**src/rtl/ocl_pkg.sv**
```systemverilog
package ocl_pkg;

  // --------------------------------------------------
  // Management bus geometry
  // --------------------------------------------------

  // AXI-Lite address and data widths
  localparam int unsigned ocl_addr_w = 32;
  localparam int unsigned ocl_data_w = 32;

  // One strobe bit per data byte
  localparam int unsigned ocl_strb_w = ocl_data_w / 8;

  // Only OKAY is ever returned
  localparam logic [1:0] ocl_resp_okay = 2'b00;

  // Read data for addresses no block owns
  localparam logic [ocl_data_w-1:0] unimpl_reg_value = 32'hdead_beef;

  // --------------------------------------------------
  // Board register map
  // --------------------------------------------------

  // Scratch register, reads back byte-swapped
  localparam logic [31:0] hello_world_addr = 32'h0000_0500;

  // Virtual LED shadow, read-only
  localparam logic [31:0] vled_addr = 32'h0000_0504;

  // Virtual LED and DIP switch count
  localparam int unsigned vled_w = 16;

endpackage

```
**src/rtl/miner_pkg.sv**
```systemverilog
package miner_pkg;

  // --------------------------------------------------
  // Hashing core geometry
  // --------------------------------------------------

  // Parallel hash blocks in the core
  localparam int unsigned blk_cnt = 8;

  // Select width for one of the hash blocks
  localparam int unsigned hash_sel_w = $clog2(blk_cnt);

  // Core status code width
  localparam int unsigned status_w = 2;

  // --------------------------------------------------
  // Miner register map
  // --------------------------------------------------

  // Write side, strobed loads
  localparam logic [31:0] blockheader_addr = 32'h0000_0010;
  localparam logic [31:0] matrix_addr      = 32'h0000_0014;
  localparam logic [31:0] target_addr      = 32'h0000_0018;

  // Write side, held settings and commands
  localparam logic [31:0] noncesize_addr   = 32'h0000_001c;
  localparam logic [31:0] start_addr       = 32'h0000_0020;
  localparam logic [31:0] stop_addr        = 32'h0000_0024;
  localparam logic [31:0] hash_sel_addr    = 32'h0000_0028;

  // Read side, core results
  localparam logic [31:0] status_addr      = 32'h0000_0030;
  localparam logic [31:0] nonce_addr       = 32'h0000_0034;
  localparam logic [31:0] heavyhash_addr   = 32'h0000_0038;

endpackage

```
**src/rtl/ocl_axil_slave.sv**
```systemverilog
`timescale 1ns/1ps

module ocl_axil_slave
  import ocl_pkg::*;
(
  input  logic                  clk_main_a0,
  input  logic                  rst_main_n_sync,

  // AXI-Lite from the management bus
  input  logic                  awvalid,
  input  logic [ocl_addr_w-1:0] awaddr,
  input  logic                  wvalid,
  input  logic [ocl_data_w-1:0] wdata,
  input  logic [ocl_strb_w-1:0] wstrb,
  input  logic                  bready,
  input  logic                  arvalid,
  input  logic [ocl_addr_w-1:0] araddr,
  input  logic                  rready,

  // AXI-Lite back to the management bus
  output logic                  awready,
  output logic                  wready,
  output logic                  bvalid,
  output logic [1:0]            bresp,
  output logic                  arready,
  output logic                  rvalid,
  output logic [ocl_data_w-1:0] rdata,
  output logic [1:0]            rresp,

  // Write request to both register blocks
  output logic                  wr_en,
  output logic [ocl_addr_w-1:0] wr_addr,
  output logic [ocl_data_w-1:0] wr_data,

  // Read request to both register blocks
  output logic                  rd_req,
  output logic [ocl_addr_w-1:0] rd_addr,

  // Read results back from the blocks
  input  logic                  board_rd_hit,
  input  logic [ocl_data_w-1:0] board_rd_data,
  input  logic                  miner_rd_hit,
  input  logic [ocl_data_w-1:0] miner_rd_data
);

  // Write in flight, from aw handshake to b handshake
  logic                  wr_active;
  logic [ocl_addr_w-1:0] wr_addr_q;

  // Read address taken, results due this cycle
  logic                  rd_pend;
  logic [ocl_addr_w-1:0] rd_addr_q;

  // --------------------------------------------------
  // Write channel
  // --------------------------------------------------

  // New address only once the last response is gone
  assign awready = ~wr_active;

  // One data beat per write, blocked once the response is up
  assign wready = wr_active & ~bvalid & wvalid;

  // Registers are whole-word, wstrb is not decoded
  assign wr_en   = wready;
  assign wr_addr = wr_addr_q;
  assign wr_data = wdata;

  always_ff @(posedge clk_main_a0)
  begin
    if (!rst_main_n_sync)
    begin
      wr_active <= 1'b0;
    end
    else if (bvalid && bready)
    begin
      wr_active <= 1'b0;
    end
    else if (awvalid && awready)
    begin
      wr_active <= 1'b1;
    end
  end

  // Address capture on the aw handshake
  always_ff @(posedge clk_main_a0)
  begin
    if (awvalid && awready)
    begin
      wr_addr_q <= awaddr;
    end
  end

  // Response raised after the data beat, held until taken
  always_ff @(posedge clk_main_a0)
  begin
    if (!rst_main_n_sync)
    begin
      bvalid <= 1'b0;
    end
    else if (bvalid && bready)
    begin
      bvalid <= 1'b0;
    end
    else if (wready)
    begin
      bvalid <= 1'b1;
    end
  end

  assign bresp = ocl_resp_okay;

  // --------------------------------------------------
  // Read channel
  // --------------------------------------------------

  // One read at a time, including its response
  assign arready = ~rd_pend & ~rvalid;

  always_ff @(posedge clk_main_a0)
  begin
    if (!rst_main_n_sync)
    begin
      rd_pend <= 1'b0;
    end
    else
    begin
      rd_pend <= arvalid & arready;
    end
  end

  always_ff @(posedge clk_main_a0)
  begin
    if (arvalid && arready)
    begin
      rd_addr_q <= araddr;
    end
  end

  // Blocks see the request one cycle after the handshake
  assign rd_req  = rd_pend;
  assign rd_addr = rd_addr_q;

  always_ff @(posedge clk_main_a0)
  begin
    if (!rst_main_n_sync)
    begin
      rvalid <= 1'b0;
    end
    else if (rd_pend)
    begin
      rvalid <= 1'b1;
    end
    else if (rready)
    begin
      rvalid <= 1'b0;
    end
  end

  // Blocks own disjoint addresses, so the priority never matters
  always_ff @(posedge clk_main_a0)
  begin
    if (rd_pend)
    begin
      if (board_rd_hit)
      begin
        rdata <= board_rd_data;
      end
      else if (miner_rd_hit)
      begin
        rdata <= miner_rd_data;
      end
      else
      begin
        rdata <= unimpl_reg_value;
      end
    end
  end

  assign rresp = ocl_resp_okay;

endmodule

```
**src/rtl/board_regs.sv**
```systemverilog
`timescale 1ns/1ps

module board_regs
  import ocl_pkg::*;
(
  input  logic                  clk_main_a0,
  input  logic                  rst_main_n_sync,

  // Write request from the slave
  input  logic                  wr_en,
  input  logic [ocl_addr_w-1:0] wr_addr,
  input  logic [ocl_data_w-1:0] wr_data,

  // Read request and answer
  input  logic                  rd_req,
  input  logic [ocl_addr_w-1:0] rd_addr,
  output logic                  rd_hit,
  output logic [ocl_data_w-1:0] rd_data,

  // Virtual switches in, virtual LEDs out
  input  logic [vled_w-1:0]     status_vdip,
  output logic [vled_w-1:0]     status_vled
);

  logic [ocl_data_w-1:0] hello_world_q;
  logic [ocl_data_w-1:0] hello_world_swapped;
  logic [vled_w-1:0]     vled_q;
  logic [vled_w-1:0]     vdip_q1;
  logic [vled_w-1:0]     vdip_q2;

  // --------------------------------------------------
  // Scratch register
  // --------------------------------------------------

  always_ff @(posedge clk_main_a0)
  begin
    if (!rst_main_n_sync)
    begin
      hello_world_q <= '0;
    end
    else if (wr_en && (wr_addr == hello_world_addr))
    begin
      hello_world_q <= wr_data;
    end
  end

  // Byte order reversed on readback
  assign hello_world_swapped = {hello_world_q[7:0], hello_world_q[15:8],
                                hello_world_q[23:16], hello_world_q[31:24]};

  // --------------------------------------------------
  // Virtual LEDs and DIP switches
  // --------------------------------------------------

  // LED shadow of the low half, two DIP sync stages, registered output
  always_ff @(posedge clk_main_a0)
  begin
    if (!rst_main_n_sync)
    begin
      vled_q      <= '0;
      vdip_q1     <= '0;
      vdip_q2     <= '0;
      status_vled <= '0;
    end
    else
    begin
      vled_q      <= hello_world_q[vled_w-1:0];
      vdip_q1     <= status_vdip;
      vdip_q2     <= vdip_q1;
      // Switch off masks the LED
      status_vled <= vled_q & vdip_q2;
    end
  end

  // Answer only in the request cycle
  assign rd_hit = rd_req & ((rd_addr == hello_world_addr) | (rd_addr == vled_addr));

  // LED shadow zero-extended to a full word
  assign rd_data = (rd_addr == hello_world_addr) ? hello_world_swapped :
                   {{(ocl_data_w - vled_w){1'b0}}, vled_q};

endmodule

```
**src/rtl/miner_ctrl_regs.sv**
```systemverilog
`timescale 1ns/1ps

module miner_ctrl_regs
  import ocl_pkg::*;
  import miner_pkg::*;
(
  input  logic                  clk_main_a0,
  input  logic                  rst_main_n_sync,

  // Write request from the slave
  input  logic                  wr_en,
  input  logic [ocl_addr_w-1:0] wr_addr,
  input  logic [ocl_data_w-1:0] wr_data,

  // Read request and answer
  input  logic                  rd_req,
  input  logic [ocl_addr_w-1:0] rd_addr,
  output logic                  rd_hit,
  output logic [ocl_data_w-1:0] rd_data,

  // Results from the hashing core
  input  logic [status_w-1:0]   miner_status,
  input  logic [ocl_data_w-1:0] miner_nonce,
  input  logic [ocl_data_w-1:0] heavyhash,

  // Loads into the hashing core
  output logic                  block_header_we,
  output logic [ocl_data_w-1:0] block_header,
  output logic                  matrix_fifo_we,
  output logic [ocl_data_w-1:0] matrix_in,
  output logic                  target_we,
  output logic [ocl_data_w-1:0] target,
  output logic                  start,
  output logic                  stop,
  output logic [ocl_data_w-1:0] nonce_size,
  output logic [hash_sel_w-1:0] hash_select,
  output logic                  hash_re
);

  // Write address decode, valid only with wr_en
  logic hit_blockheader;
  logic hit_matrix;
  logic hit_target;

  assign hit_blockheader = wr_en & (wr_addr == blockheader_addr);
  assign hit_matrix      = wr_en & (wr_addr == matrix_addr);
  assign hit_target      = wr_en & (wr_addr == target_addr);

  // --------------------------------------------------
  // Load strobes
  // --------------------------------------------------

  // One cycle after the data beat, data zero when idle
  always_ff @(posedge clk_main_a0)
  begin
    if (!rst_main_n_sync)
    begin
      block_header_we <= 1'b0;
      block_header    <= '0;
      matrix_fifo_we  <= 1'b0;
      matrix_in       <= '0;
      target_we       <= 1'b0;
      target          <= '0;
      start           <= 1'b0;
      stop            <= 1'b0;
    end
    else
    begin
      block_header_we <= hit_blockheader;
      block_header    <= hit_blockheader ? wr_data : '0;
      matrix_fifo_we  <= hit_matrix;
      matrix_in       <= hit_matrix ? wr_data : '0;
      target_we       <= hit_target;
      target          <= hit_target ? wr_data : '0;
      // Commands carry no data
      start           <= wr_en & (wr_addr == start_addr);
      stop            <= wr_en & (wr_addr == stop_addr);
    end
  end

  // --------------------------------------------------
  // Held settings
  // --------------------------------------------------

  always_ff @(posedge clk_main_a0)
  begin
    if (!rst_main_n_sync)
    begin
      nonce_size  <= '0;
      hash_select <= '0;
    end
    else if (wr_en)
    begin
      if (wr_addr == noncesize_addr)
      begin
        nonce_size <= wr_data;
      end
      // Low bits pick one hash block
      if (wr_addr == hash_sel_addr)
      begin
        hash_select <= wr_data[hash_sel_w-1:0];
      end
    end
  end

  // --------------------------------------------------
  // Result readback
  // --------------------------------------------------

  assign rd_hit = rd_req & ((rd_addr == status_addr) | (rd_addr == nonce_addr) |
                            (rd_addr == heavyhash_addr));

  always_comb
  begin
    if (rd_addr == status_addr)
    begin
      rd_data = {{(ocl_data_w - status_w){1'b0}}, miner_status};
    end
    else if (rd_addr == nonce_addr)
    begin
      rd_data = miner_nonce;
    end
    else
    begin
      rd_data = heavyhash;
    end
  end

  // Core pops its hash on read, lines up with rvalid rising
  always_ff @(posedge clk_main_a0)
  begin
    if (!rst_main_n_sync)
    begin
      hash_re <= 1'b0;
    end
    else
    begin
      hash_re <= rd_req & (rd_addr == heavyhash_addr);
    end
  end

endmodule

```
**src/rtl/cl_miner_shell.sv**
```systemverilog
`timescale 1ns/1ps

module cl_miner_shell
  import ocl_pkg::*;
  import miner_pkg::*;
(
  input  logic                  clk_main_a0,
  input  logic                  rst_main_n_sync,

  // Management AXI-Lite
  input  logic                  awvalid,
  input  logic [ocl_addr_w-1:0] awaddr,
  output logic                  awready,
  input  logic                  wvalid,
  input  logic [ocl_data_w-1:0] wdata,
  input  logic [ocl_strb_w-1:0] wstrb,
  output logic                  wready,
  output logic                  bvalid,
  output logic [1:0]            bresp,
  input  logic                  bready,
  input  logic                  arvalid,
  input  logic [ocl_addr_w-1:0] araddr,
  output logic                  arready,
  output logic                  rvalid,
  output logic [ocl_data_w-1:0] rdata,
  output logic [1:0]            rresp,
  input  logic                  rready,

  // Virtual switches and LEDs
  input  logic [vled_w-1:0]     status_vdip,
  output logic [vled_w-1:0]     status_vled,

  // Hashing core side
  input  logic [status_w-1:0]   miner_status,
  input  logic [ocl_data_w-1:0] miner_nonce,
  input  logic [ocl_data_w-1:0] heavyhash,
  output logic                  block_header_we,
  output logic [ocl_data_w-1:0] block_header,
  output logic                  matrix_fifo_we,
  output logic [ocl_data_w-1:0] matrix_in,
  output logic                  target_we,
  output logic [ocl_data_w-1:0] target,
  output logic                  start,
  output logic                  stop,
  output logic [ocl_data_w-1:0] nonce_size,
  output logic [hash_sel_w-1:0] hash_select,
  output logic                  hash_re
);

  // --------------------------------------------------
  // Internal register bus
  // --------------------------------------------------

  logic                  wr_en;
  logic [ocl_addr_w-1:0] wr_addr;
  logic [ocl_data_w-1:0] wr_data;
  logic                  rd_req;
  logic [ocl_addr_w-1:0] rd_addr;
  logic                  board_rd_hit;
  logic [ocl_data_w-1:0] board_rd_data;
  logic                  miner_rd_hit;
  logic [ocl_data_w-1:0] miner_rd_data;

  // Bus slave, single-beat only
  ocl_axil_slave i_ocl_axil_slave (
    .clk_main_a0     (clk_main_a0),
    .rst_main_n_sync (rst_main_n_sync),
    .awvalid         (awvalid),
    .awaddr          (awaddr),
    .wvalid          (wvalid),
    .wdata           (wdata),
    .wstrb           (wstrb),
    .bready          (bready),
    .arvalid         (arvalid),
    .araddr          (araddr),
    .rready          (rready),
    .awready         (awready),
    .wready          (wready),
    .bvalid          (bvalid),
    .bresp           (bresp),
    .arready         (arready),
    .rvalid          (rvalid),
    .rdata           (rdata),
    .rresp           (rresp),
    .wr_en           (wr_en),
    .wr_addr         (wr_addr),
    .wr_data         (wr_data),
    .rd_req          (rd_req),
    .rd_addr         (rd_addr),
    .board_rd_hit    (board_rd_hit),
    .board_rd_data   (board_rd_data),
    .miner_rd_hit    (miner_rd_hit),
    .miner_rd_data   (miner_rd_data)
  );

  // Scratch and LED registers
  board_regs i_board_regs (
    .clk_main_a0     (clk_main_a0),
    .rst_main_n_sync (rst_main_n_sync),
    .wr_en           (wr_en),
    .wr_addr         (wr_addr),
    .wr_data         (wr_data),
    .rd_req          (rd_req),
    .rd_addr         (rd_addr),
    .rd_hit          (board_rd_hit),
    .rd_data         (board_rd_data),
    .status_vdip     (status_vdip),
    .status_vled     (status_vled)
  );

  // Hashing core control
  miner_ctrl_regs i_miner_ctrl_regs (
    .clk_main_a0     (clk_main_a0),
    .rst_main_n_sync (rst_main_n_sync),
    .wr_en           (wr_en),
    .wr_addr         (wr_addr),
    .wr_data         (wr_data),
    .rd_req          (rd_req),
    .rd_addr         (rd_addr),
    .rd_hit          (miner_rd_hit),
    .rd_data         (miner_rd_data),
    .miner_status    (miner_status),
    .miner_nonce     (miner_nonce),
    .heavyhash       (heavyhash),
    .block_header_we (block_header_we),
    .block_header    (block_header),
    .matrix_fifo_we  (matrix_fifo_we),
    .matrix_in       (matrix_in),
    .target_we       (target_we),
    .target          (target),
    .start           (start),
    .stop            (stop),
    .nonce_size      (nonce_size),
    .hash_select     (hash_select),
    .hash_re         (hash_re)
  );

endmodule

```
**config.mk**
```make
export PLATFORM = sky130hd
export DESIGN_NAME = cl_miner_shell
export DESIGN_NICKNAME = d
export VERILOG_FILES = /design/src/rtl/ocl_pkg.sv /design/src/rtl/miner_pkg.sv /design/src/rtl/ocl_axil_slave.sv /design/src/rtl/board_regs.sv /design/src/rtl/miner_ctrl_regs.sv /design/src/rtl/cl_miner_shell.sv
export SDC_FILE = /design/constraint.sdc
export NUM_CORES = 1
export LEC_CHECK = 0
export ABC_AREA = 1
export BUFFER_PORTS_ARGS = -buffer_cell sky130_fd_sc_hd__buf_2
export CAP_MARGIN = 40
export CORE_MARGIN = 8
export CORE_UTILIZATION = 50
export CTS_BUF_LIST = sky130_fd_sc_hd__clkbuf_8
export CTS_CLUSTER_DIAMETER = 200
export CTS_CLUSTER_SIZE = 14
export DETAILED_ROUTE_END_ITERATION = 12
export HOLD_SLACK_MARGIN = 0.12
export PLACE_DENSITY = 0.82
export SYNTH_ARGS = -nofsm -noshare
export SYNTH_HDL_FRONTEND = slang
export SYNTH_HIERARCHICAL = 1
export SYNTH_SLANG_ARGS = --single-unit
```
**constraint.sdc**
```tcl
create_clock -name clk_main_a0 -period 4 [get_ports clk_main_a0]
set_clock_uncertainty 0.05 [all_clocks]
set_input_delay 0.8 -clock clk_main_a0 [delete_from_list [all_inputs] [get_ports clk_main_a0]]
set_output_delay 0.8 -clock clk_main_a0 [all_outputs]
set_load 0.02 [all_outputs]
```
# After elaboration in Yosys (flattened, before gate mapping)

Cells that the tools add are included.

Bitwise operators: 21
Multiplexer cells: 7
Reduce and logical (&&, ||, !) cells: 11
Equality and inequality tests: 13

Operator list:

| operator             | number |
|---|---|
| $eq 32x6->1 const B  | 6 |
| $mux 32              | 5 |
| $eq 32x5->1 const B  | 4 |
| $eq 32x11->1 const B | 3 |
| $and 16x16->16       | 1 |
| $and 1x1->1          | 12 |
| $reduce_and 2->1     | 5 |
| $not 1->1            | 5 |
| $logic_and 1x1->1    | 4 |
| $or 1x1->1           | 3 |
| $mux 1               | 2 |
| $reduce_bool 2->1    | 1 |
| $reduce_or 2->1      | 1 |

Word-level logic and storage cells: 75
Flip-flop bits (word level): 333
Input bits: 189
Output and inout port bits: 194

# Longest topological paths before layout

Gate-level depths: netlist of the first run.

Depth in word-level cells: 6
Mapped depth: 12
Depth with buffers taken out: 11

# Hierarchy

The synthesis of the first run kept the hierarchy.

By module, submodules not included:

| module          | cells each | times used | area an instance (um^2) | sequential area each (um^2) |
|---|---|---|---|---|
| miner_ctrl_regs | 658        | 1          | 4,974.8                 | 2,742.6 |
| board_regs      | 584        | 1          | 3,962.6                 | 1,921.8 |
| ocl_axil_slave  | 264        | 1          | 3,853.7                 | 2,962.8 |

# Worst setup path after synthesis of the first run

OpenSTA, ideal clock, no wires.

Path kind: in2reg
Start point: input awvalid
End point: register i_ocl_axil_slave.wr_addr_q[0] (netlist: i_ocl_axil_slave/wr_addr[0]), enable pin
Arrival time: 2,189 ps
Required time: 3,528 ps
Stages on the path: 2
Slack: 1,339 ps
Path buffers: 0
Library setup time: 422 ps
Cells stage by stage: inv_1 nor2_1

Cells in the longest elaborated chain, start to end: 1

Ends and longest elaborated chain:

| what                   | RTL line             | source |
|---|---|---|
| start: declaration     | cl_miner_shell.sv:11 | `input logic awvalid,` |
| $logic_and 1x1->1      | ocl_axil_slave.sv:88 | `if (awvalid && awready)` |
| end signal: assignment | ocl_axil_slave.sv:90 | `wr_addr_q <= awaddr;` |
| end: declaration       | ocl_axil_slave.sv:48 | `logic [ocl_addr_w-1:0] wr_addr_q;` |

Every way passes these cells.
A chain may end at the register's enable or synchronous reset.

# Worst setup path after layout of the first run

Start point: register i_ocl_axil_slave.rd_addr_q[19] (netlist: i_ocl_axil_slave/rd_addr[19])
End point: register i_ocl_axil_slave.rdata[25], data pin

Elaborated cells on any way between the ends: 15
Those cells by class: 5 x eq/ne; 5 x mux; 5 x bitwise

RTL lines:

| what                        | RTL line               | source |
|---|---|---|
| start: declaration          | ocl_axil_slave.sv:52   | `logic [ocl_addr_w-1:0] rd_addr_q;` |
| start signal: assignment    | ocl_axil_slave.sv:136  | `rd_addr_q <= araddr;` |
| $eq 32x6->1                 | miner_ctrl_regs.sv:119 | `else if (rd_addr == nonce_addr)` |
| $mux 32                     | miner_ctrl_regs.sv:119 |  |
| $mux 32 (*)                 | miner_ctrl_regs.sv:115 | `if (rd_addr == status_addr)` |
| named net miner_rd_data[25] | cl_miner_shell.sv:62   | `logic [ocl_data_w-1:0] miner_rd_data;` |
| $mux 32 (*)                 | ocl_axil_slave.sv:169  | `else if (miner_rd_hit)` |
| $mux 32 (*)                 | ocl_axil_slave.sv:165  | `if (board_rd_hit)` |
| end signal: assignment      | ocl_axil_slave.sv:167  | `rdata <= board_rd_data;` |
| end signal: assignment      | ocl_axil_slave.sv:171  | `rdata <= miner_rd_data;` |
| end signal: assignment      | ocl_axil_slave.sv:175  | `rdata <= unimpl_reg_value;` |
| end: declaration            | ocl_axil_slave.sv:27   | `output logic [ocl_data_w-1:0] rdata,` |

The timed path passes the listed nets; every way through them passes the cells marked *.

==> results of run 1 <==
worst min-delay path by stage:
stage,start,endpoint,slack [ns]
2_1_floorplan,i_board_regs/vdip_q1[0],i_board_regs/vdip_q2[0],0.34
3_3_place_gp,i_board_regs/vdip_q1[14],i_board_regs/vdip_q2[14],0.34
3_5_place_dp,i_board_regs/vdip_q1[15],i_board_regs/vdip_q2[15],0.35
4_1_cts,awaddr[3],i_ocl_axil_slave/wr_addr[3],0.31
5_1_grt,awaddr[17],i_ocl_axil_slave/wr_addr[17],0.31
6_report,awaddr[18],i_ocl_axil_slave/wr_addr[18],0.34
kinds of logic (layout without fill, tap and decap cells):
family / after synthesis / count (layout) / synth area share (%)
compound gates: 91 / 91 / 4.05
buf+inv: 280 / 605 / 10.8
flops: 333 / 333 / 59.6
other cells: 1 / 5 / 0.0293
simple gates: 801 / 801 / 25.5
Yosys cell counts:
library cell,n,area (sq um)
a21boi_0,1,7.51
a21oi_1,36,180
and2_0,1,6.26
and2_1,2,12.5
buf_1,6,22.5
buf_2,18,90.1
buf_4,43,323
buf_6,20,225
clkbuf_1,16,60.1
conb_1,1,3.75
dfxtp_1,237,4740
edfxtp_1,96,2880
inv_1,175,657
inv_2,2,7.51
nand2_1,295,1110
nand2_2,1,6.26
nand3_1,92,460
nand3_2,2,20.0
nand3b_1,1,7.51
nand4_1,7,43.8
nor2_1,382,1430
nor2_2,1,6.26
nor2_4,6,67.6
nor3_1,4,20.0
nor3_2,1,10.0
nor4_1,2,12.5
nor4_4,1,21.3
o21ai_0,30,150
o21bai_1,24,180
or2_1,1,6.26
or2_2,1,6.26
or2_4,1,8.76
power by group:
part / switching, W / internal, W / leakage, nW
logic: 0.000201 / 0.000124 / 4.27
registers: 0.0000354 / 0.00354 / 2.81
clock network: 0.00103 / 0.000620 / 0.257
final cells by class:
type,count,area (sq um)
multi-input cells,896,3810
diodes,1,2.50
clock inverters,13,53.8
well taps,330,413
repair buffers,388,2010
clock buffers,27,372
fillers,2227,10200
flip-flops and latches,333,7630
inverters,177,664
metrics by stage:
| stage | cells | hold WS (ns) | power [W] | area [sq um] |
|---|---|---|---|---|
| after global placement | 2122 | 0.342 | 0.00396 | 14500 |
| after floorplan | 1509 | 0.340 | 0.00384 | 12800 |
| after global routing | 2165 | 0.310 | 0.00577 | 15000 |
| after detailed placement | 2124 | 0.348 | 0.00398 | 14500 |
| final | 2165 | 0.343 | 0.00555 | 15000 |
| after CTS | 2164 | 0.309 | 0.00561 | 14900 |
sequential cells by signal, indices dropped and copies added, names as in the netlist, 3 cells and up:
name                            count
i_miner_ctrl_regs/block_header     32
i_miner_ctrl_regs/hash_select       3
i_miner_ctrl_regs/target           32
i_ocl_axil_slave/rdata             32
i_miner_ctrl_regs/nonce_size       32
i_ocl_axil_slave/rd_addr           32
i_board_regs/vled_q                16
i_miner_ctrl_regs/matrix_in        32
i_board_regs/status_vled           16
i_board_regs/hello_world_q         32
i_board_regs/vdip_q2               16
i_board_regs/vdip_q1               16
i_ocl_axil_slave/wr_addr           32
per-layer routing:
metal | global-route usage, % | share of wire [%] | vias to the layer above
met3 | 6.64 | 9.8 | 65
li1 | - | - | 5204
met5 | 0 | 0 | -
met4 | 7.95 | 3.2 | 0
met1 | 25.1 | 39 | 4708
met2 | 37.9 | 48 | 389
==> run_results.csv, run 1 <==
group,metric,value,unit
global_route,antenna_found_initial,1,
cts,cts_buffer_depth,3,
cells_and_area,design.final.nets,2012,
yosys,syn_area_per_cell,8.49,sq um
timing,rsz0062_at_grt,"false",
yosys,synth_cell_types,32,
setup_path,timing.rr.start,"i_ocl_axil_slave/rd_addr[19]",
setup_path,critPathArrivalTime,3.11,ns
setup_path,r2r_cells,12,
cts,tritoncts,"built",
cells_and_area,post-route-util,59.4,%
setup_path,crit_chain,"inv_1 > nand2_1 > nor2_1 > nand2_1 > nor2_1 > nand2_1 > buf_4 > inv_1 > nor2_1 > nor2_1 > o21bai_1 > nand2_1",
yosys,ys_seq_elements,333,
cts,cts_setup_buffers,0,
routing,dr.pass1.iters,5,
cts,clock_sinks,333,
cells_and_area,layout_commonest_cell,"nor2_1",
cts,cts_hold_buf,0,
yosys,yosysWarnings,6,
timing,setup_ws,1.29,ns
timing,finalCriticalPeriod,2.71,ns
timing,setup_tns,0,ns
run_status,run_status,"finished clean",
setup_path,rrSetupSlack,1.29,ns
setup_path,cp-end-kind,"flip-flop",
die,start_util,50.8,%
global_route,grt_pass1_vias,10300,
routing,vias,10400,
routing,viasPerCell,4.79,
yosys,synth.cell_area,0.0128,sq mm
power,vdd_drop_max,0.317,mV
die,dieArea,0.0310,sq mm
die,die_h,176,um
timing,worstMarginPinSlew,0.860,ns
placement,port_buffers,374,
timing,fin_crit_sh,67.8,%
cells_and_area,drive_gt1_share,23.8,%
setup_path,crit_end,"i_ocl_axil_slave/rdata[25]",
die,rows,58,
die,coreArea,0.0252,sq mm
min_path,min_path_cells,1,
cts,h-tree-depth,1,
routing,drc,0,
setup_path,crit_family,"simple AND/OR/NAND/NOR gates",
global_route,grt_usage,21.8,%
setup_path,critical_path_buf_inv_count,3,
placement,place_ws,1.15,ns
setup_path,crit_type,"flip-flop to flip-flop",
setup_path,cp_num_cells,12,
timing,setup_viol,0,
timing,fmax,369,MHz
yosys,synth_cells,1506,
routing,ant_nets,0,
cells_and_area,layout_common_cells,"nor2_1, buf_2, nand2_1",
yosys,synth_seq_area_share,59.6,%
setup_path,startpoint_type,"flip-flop",
cts,clock_latency,0.58,ns
routing,wl_per_cell,16.3,um
global_route,grt_first_pass_wirelength,54.3,mm
placement,globalplace.congestion,0.848,
power,power.density,371,mW/mm^2
cts,clockRootBuffer,"clkbuf_8",
die,fp.dieW,176,um
global_route,grt_overflow_total,0,
min_path,hold_path_class,"primary input to flip-flop",
flow_run,maxCapViolations,0,
setup_path,crit_path_top_delay_cell,"inv_1",
cts,post_cts_resized,0,
routing,wl,35.3,mm
routing,drt_iter0_markers,646,
placement,place.detailed.hpwl,27.2,mm
setup_path,critPathMaxFanout,33,
timing,relSlewSlack,42.6,%
timing,final_max_slew_viol_count,0,
power,power_leakage,7.34,nW
cts,numCtsBuffers,27,
setup_path,rr_endpoint,"i_ocl_axil_slave/rdata[25]",
timing,hold_viol,0,
setup_path,slowest_delay,0.65,ns
cts,clk_pin_slew,0.09,ns
global_route,grt_start_max_net_pins,71,
die,ios,383,
setup_path,startpoint,"i_ocl_axil_slave/rd_addr[19]",
cells_and_area,area_growth,16.9,%
setup_path,critical_path_required,4.40,ns
Note: power is estimated with default switching activity, not from simulation.
==> run 2, diff against run 1 <==
Settings changed: CORE_UTILIZATION 50 to 48.
Clock period 4 ns to 2.2 ns, I/O delays scaled along.
==> run 2 against run 1 <==
Clock-buffer cell count unchanged. Critical path type is now flip-flop to output pin. Critical path depth decreased by 8. Utilization increased by 3.7 points.
==> run_results.csv, run 2 (synthesized netlist as in run 1, its figures left out) <==
group,metric,value,unit
cts,clock_sinks,333,
setup_path,crit_path_top_delay_cell,"dfxtp_1",
die,dieArea,0.0321,sq mm
cells_and_area,design.final.nets,2149,
timing,relSlewSlack,56.7,%
routing,ant_nets,0,
power,power,0.0103,W
setup_path,cp-end-kind,"output pin",
timing,setup_viol,0,
cts,clock_latency,0.59,ns
global_route,grt_first_pass_wirelength,60.4,mm
global_route,antenna_found_initial,5,
cells_and_area,drive_gt1_share,24.0,%
min_path,hold_path_class,"primary input to flip-flop",
routing,drt-met1-wl,14.8,mm
timing,final_max_slew_viol_count,0,
routing,vias,11400,
setup_path,critPathMaxFanout,5,
placement,place_ws,0.0748,ns
power,power.density,627,mW/mm^2
die,fp.dieW,179,um
global_route,grt_start_max_net_pins,58,
setup_path,timing.rr.start,"i_ocl_axil_slave/rd_addr[1]",
timing,worstMarginPinSlew,0.648,ns
setup_path,startpoint_type,"flip-flop",
die,rows,59,
routing,wl,40.6,mm
timing,setup_ws,0.0666,ns
cells_and_area,fill_cells,2080,
setup_path,crit_chain,"nand2_1 > nor2_2 > buf_4 > buf_2",
timing,finalCriticalPeriod,2.13,ns
placement,place.detailed.hpwl,27.3,mm
routing,wl_per_cell,17.6,um
cells_and_area,layout_common_cells,"nor2_1, buf_2, nand2_1",
power,power_leakage,7.97,nW
setup_path,slowest_delay,0.42,ns
routing,dr.pass1.iters,5,
cts,cts_buffer_depth,3,
routing,highest_layer,"met5",
setup_path,r2r_cells,10,
setup_path,rrSetupSlack,0.07,ns
global_route,grt_usage,23.9,%
cells_and_area,area_growth,28.8,%
run_status,run_status,"finished clean",
routing,drt_iter0_markers,738,
die,die_h,179,um
routing,route.met2.wl,20.1,mm
timing,fin_crit_sh,97.0,%
setup_path,critPathArrivalTime,1.64,ns
cts,h-tree-depth,1,
cells_and_area,layout_commonest_cell,"nor2_1",
die,start_util,48.9,%
die,ios,383,
placement,post_dp_cell_area,0.0147,sq mm
min_path,min_to,"i_miner_ctrl_regs/block_header[23]",
setup_path,crit_type,"flip-flop to output pin",
routing,viasPerCell,4.93,
die,coreArea,0.0261,sq mm
power,vdd_drop_max,0.577,mV
min_path,min_path_cells,3,
routing,drc,0,
timing,hold_viol,0,
placement,port_buffers,374,
cts,clockRootBuffer,"clkbuf_8",
setup_path,rr_endpoint,"i_ocl_axil_slave/rdata[7]",
routing,dr_wl_met3,3.95,mm
global_route,grt_pass1_vias,11500,
cells_and_area,stdcell_area,0.0165,sq mm
timing,fmax,469,MHz
min_path,hp-start,"wdata[23]",
flow_run,maxCapViolations,0,
cts,numCtsBuffers,27,
setup_path,critical_path_required,1.71,ns
cts,tritoncts,"built",
global_route,grt_overflow_total,0,
placement,globalplace.congestion,0.839,
timing,setup_tns,0,ns
cts,clk_pin_slew,0.10,ns
-- run 2: layout make-up --
class                      instances  area, sq um  area share, %
multi-input combinational        896         3860           23.4
antenna                            4         10.0         0.0608
inverter                         177          677           4.11
tap                              335          419           2.54
clock buffer                      27          372           2.26
clock inverter                    12         50.0          0.304
sequential                       333         7630           46.3
timing repair buffer             524         3450           20.9
timing repair inverter             1         7.51         0.0456
-- run 2: stage by stage --
step | utilization (%) | instances | hold WS, ns
5_1_grt | 63.0 | 2309 | 0.152
3_3_place_gp | 56.4 | 2144 | 0.344
4_1_cts | 62.3 | 2296 | 0.127
3_5_place_dp | 56.4 | 2144 | 0.345
6_report | 63.0 | 2309 | 0.145
2_1_floorplan | - | 1509 | 0.340
-- run 2: how the worst max path moves through the flow --
stage	slack (ns)	from	cells after the start	endpoint
5_1_grt	-0.02	i_ocl_axil_slave/rd_addr[18]	12	i_ocl_axil_slave/rdata[16]
6_report	0.07	i_ocl_axil_slave/wr_active	4	wready
3_5_place_dp	0.07	i_ocl_axil_slave/rd_addr[16]	10	i_ocl_axil_slave/rdata[25]
4_1_cts	0.02	i_ocl_axil_slave/wr_active	4	wready
2_1_floorplan	0.08	i_ocl_axil_slave/rd_addr[23]	11	i_ocl_axil_slave/rdata[10]
3_3_place_gp	0.14	i_ocl_axil_slave/rd_addr[23]	10	i_ocl_axil_slave/rdata[4]
-- run 2: per-layer routing --
metal | GRT usage [%] | up-vias
met5 | 0 | -
met4 | 11.5 | 4
met3 | 6.72 | 133
met2 | 42.8 | 602
met1 | 25.8 | 5172
li1 | - | 5481
-- run 2: worst max-delay path, delay by kind of cell, from the launching register on --
family,cells,cell delay (ns)
simple gates,2,0.30
flops,1,0.42
buf+inv,2,0.33
-- run 2: power by group --
group	leakage, nW	internal [W]	total, W	switching, W
clock	0.251	0.00113	0.00303	0.00191
combinational	4.91	0.000359	0.000789	0.000429
sequential	2.82	0.00644	0.00651	0.0000703
total	7.97	0.00792	0.0103	0.00241
-- run 2: repair_timing --
action | CTS | global route
resized for setup | 0 | 22
setup buffers | 0 | 6
hold endpoints to repair | 157 | 0
endpoints found under the setup margin | 0 | 35
hold buffers | 113 | 0
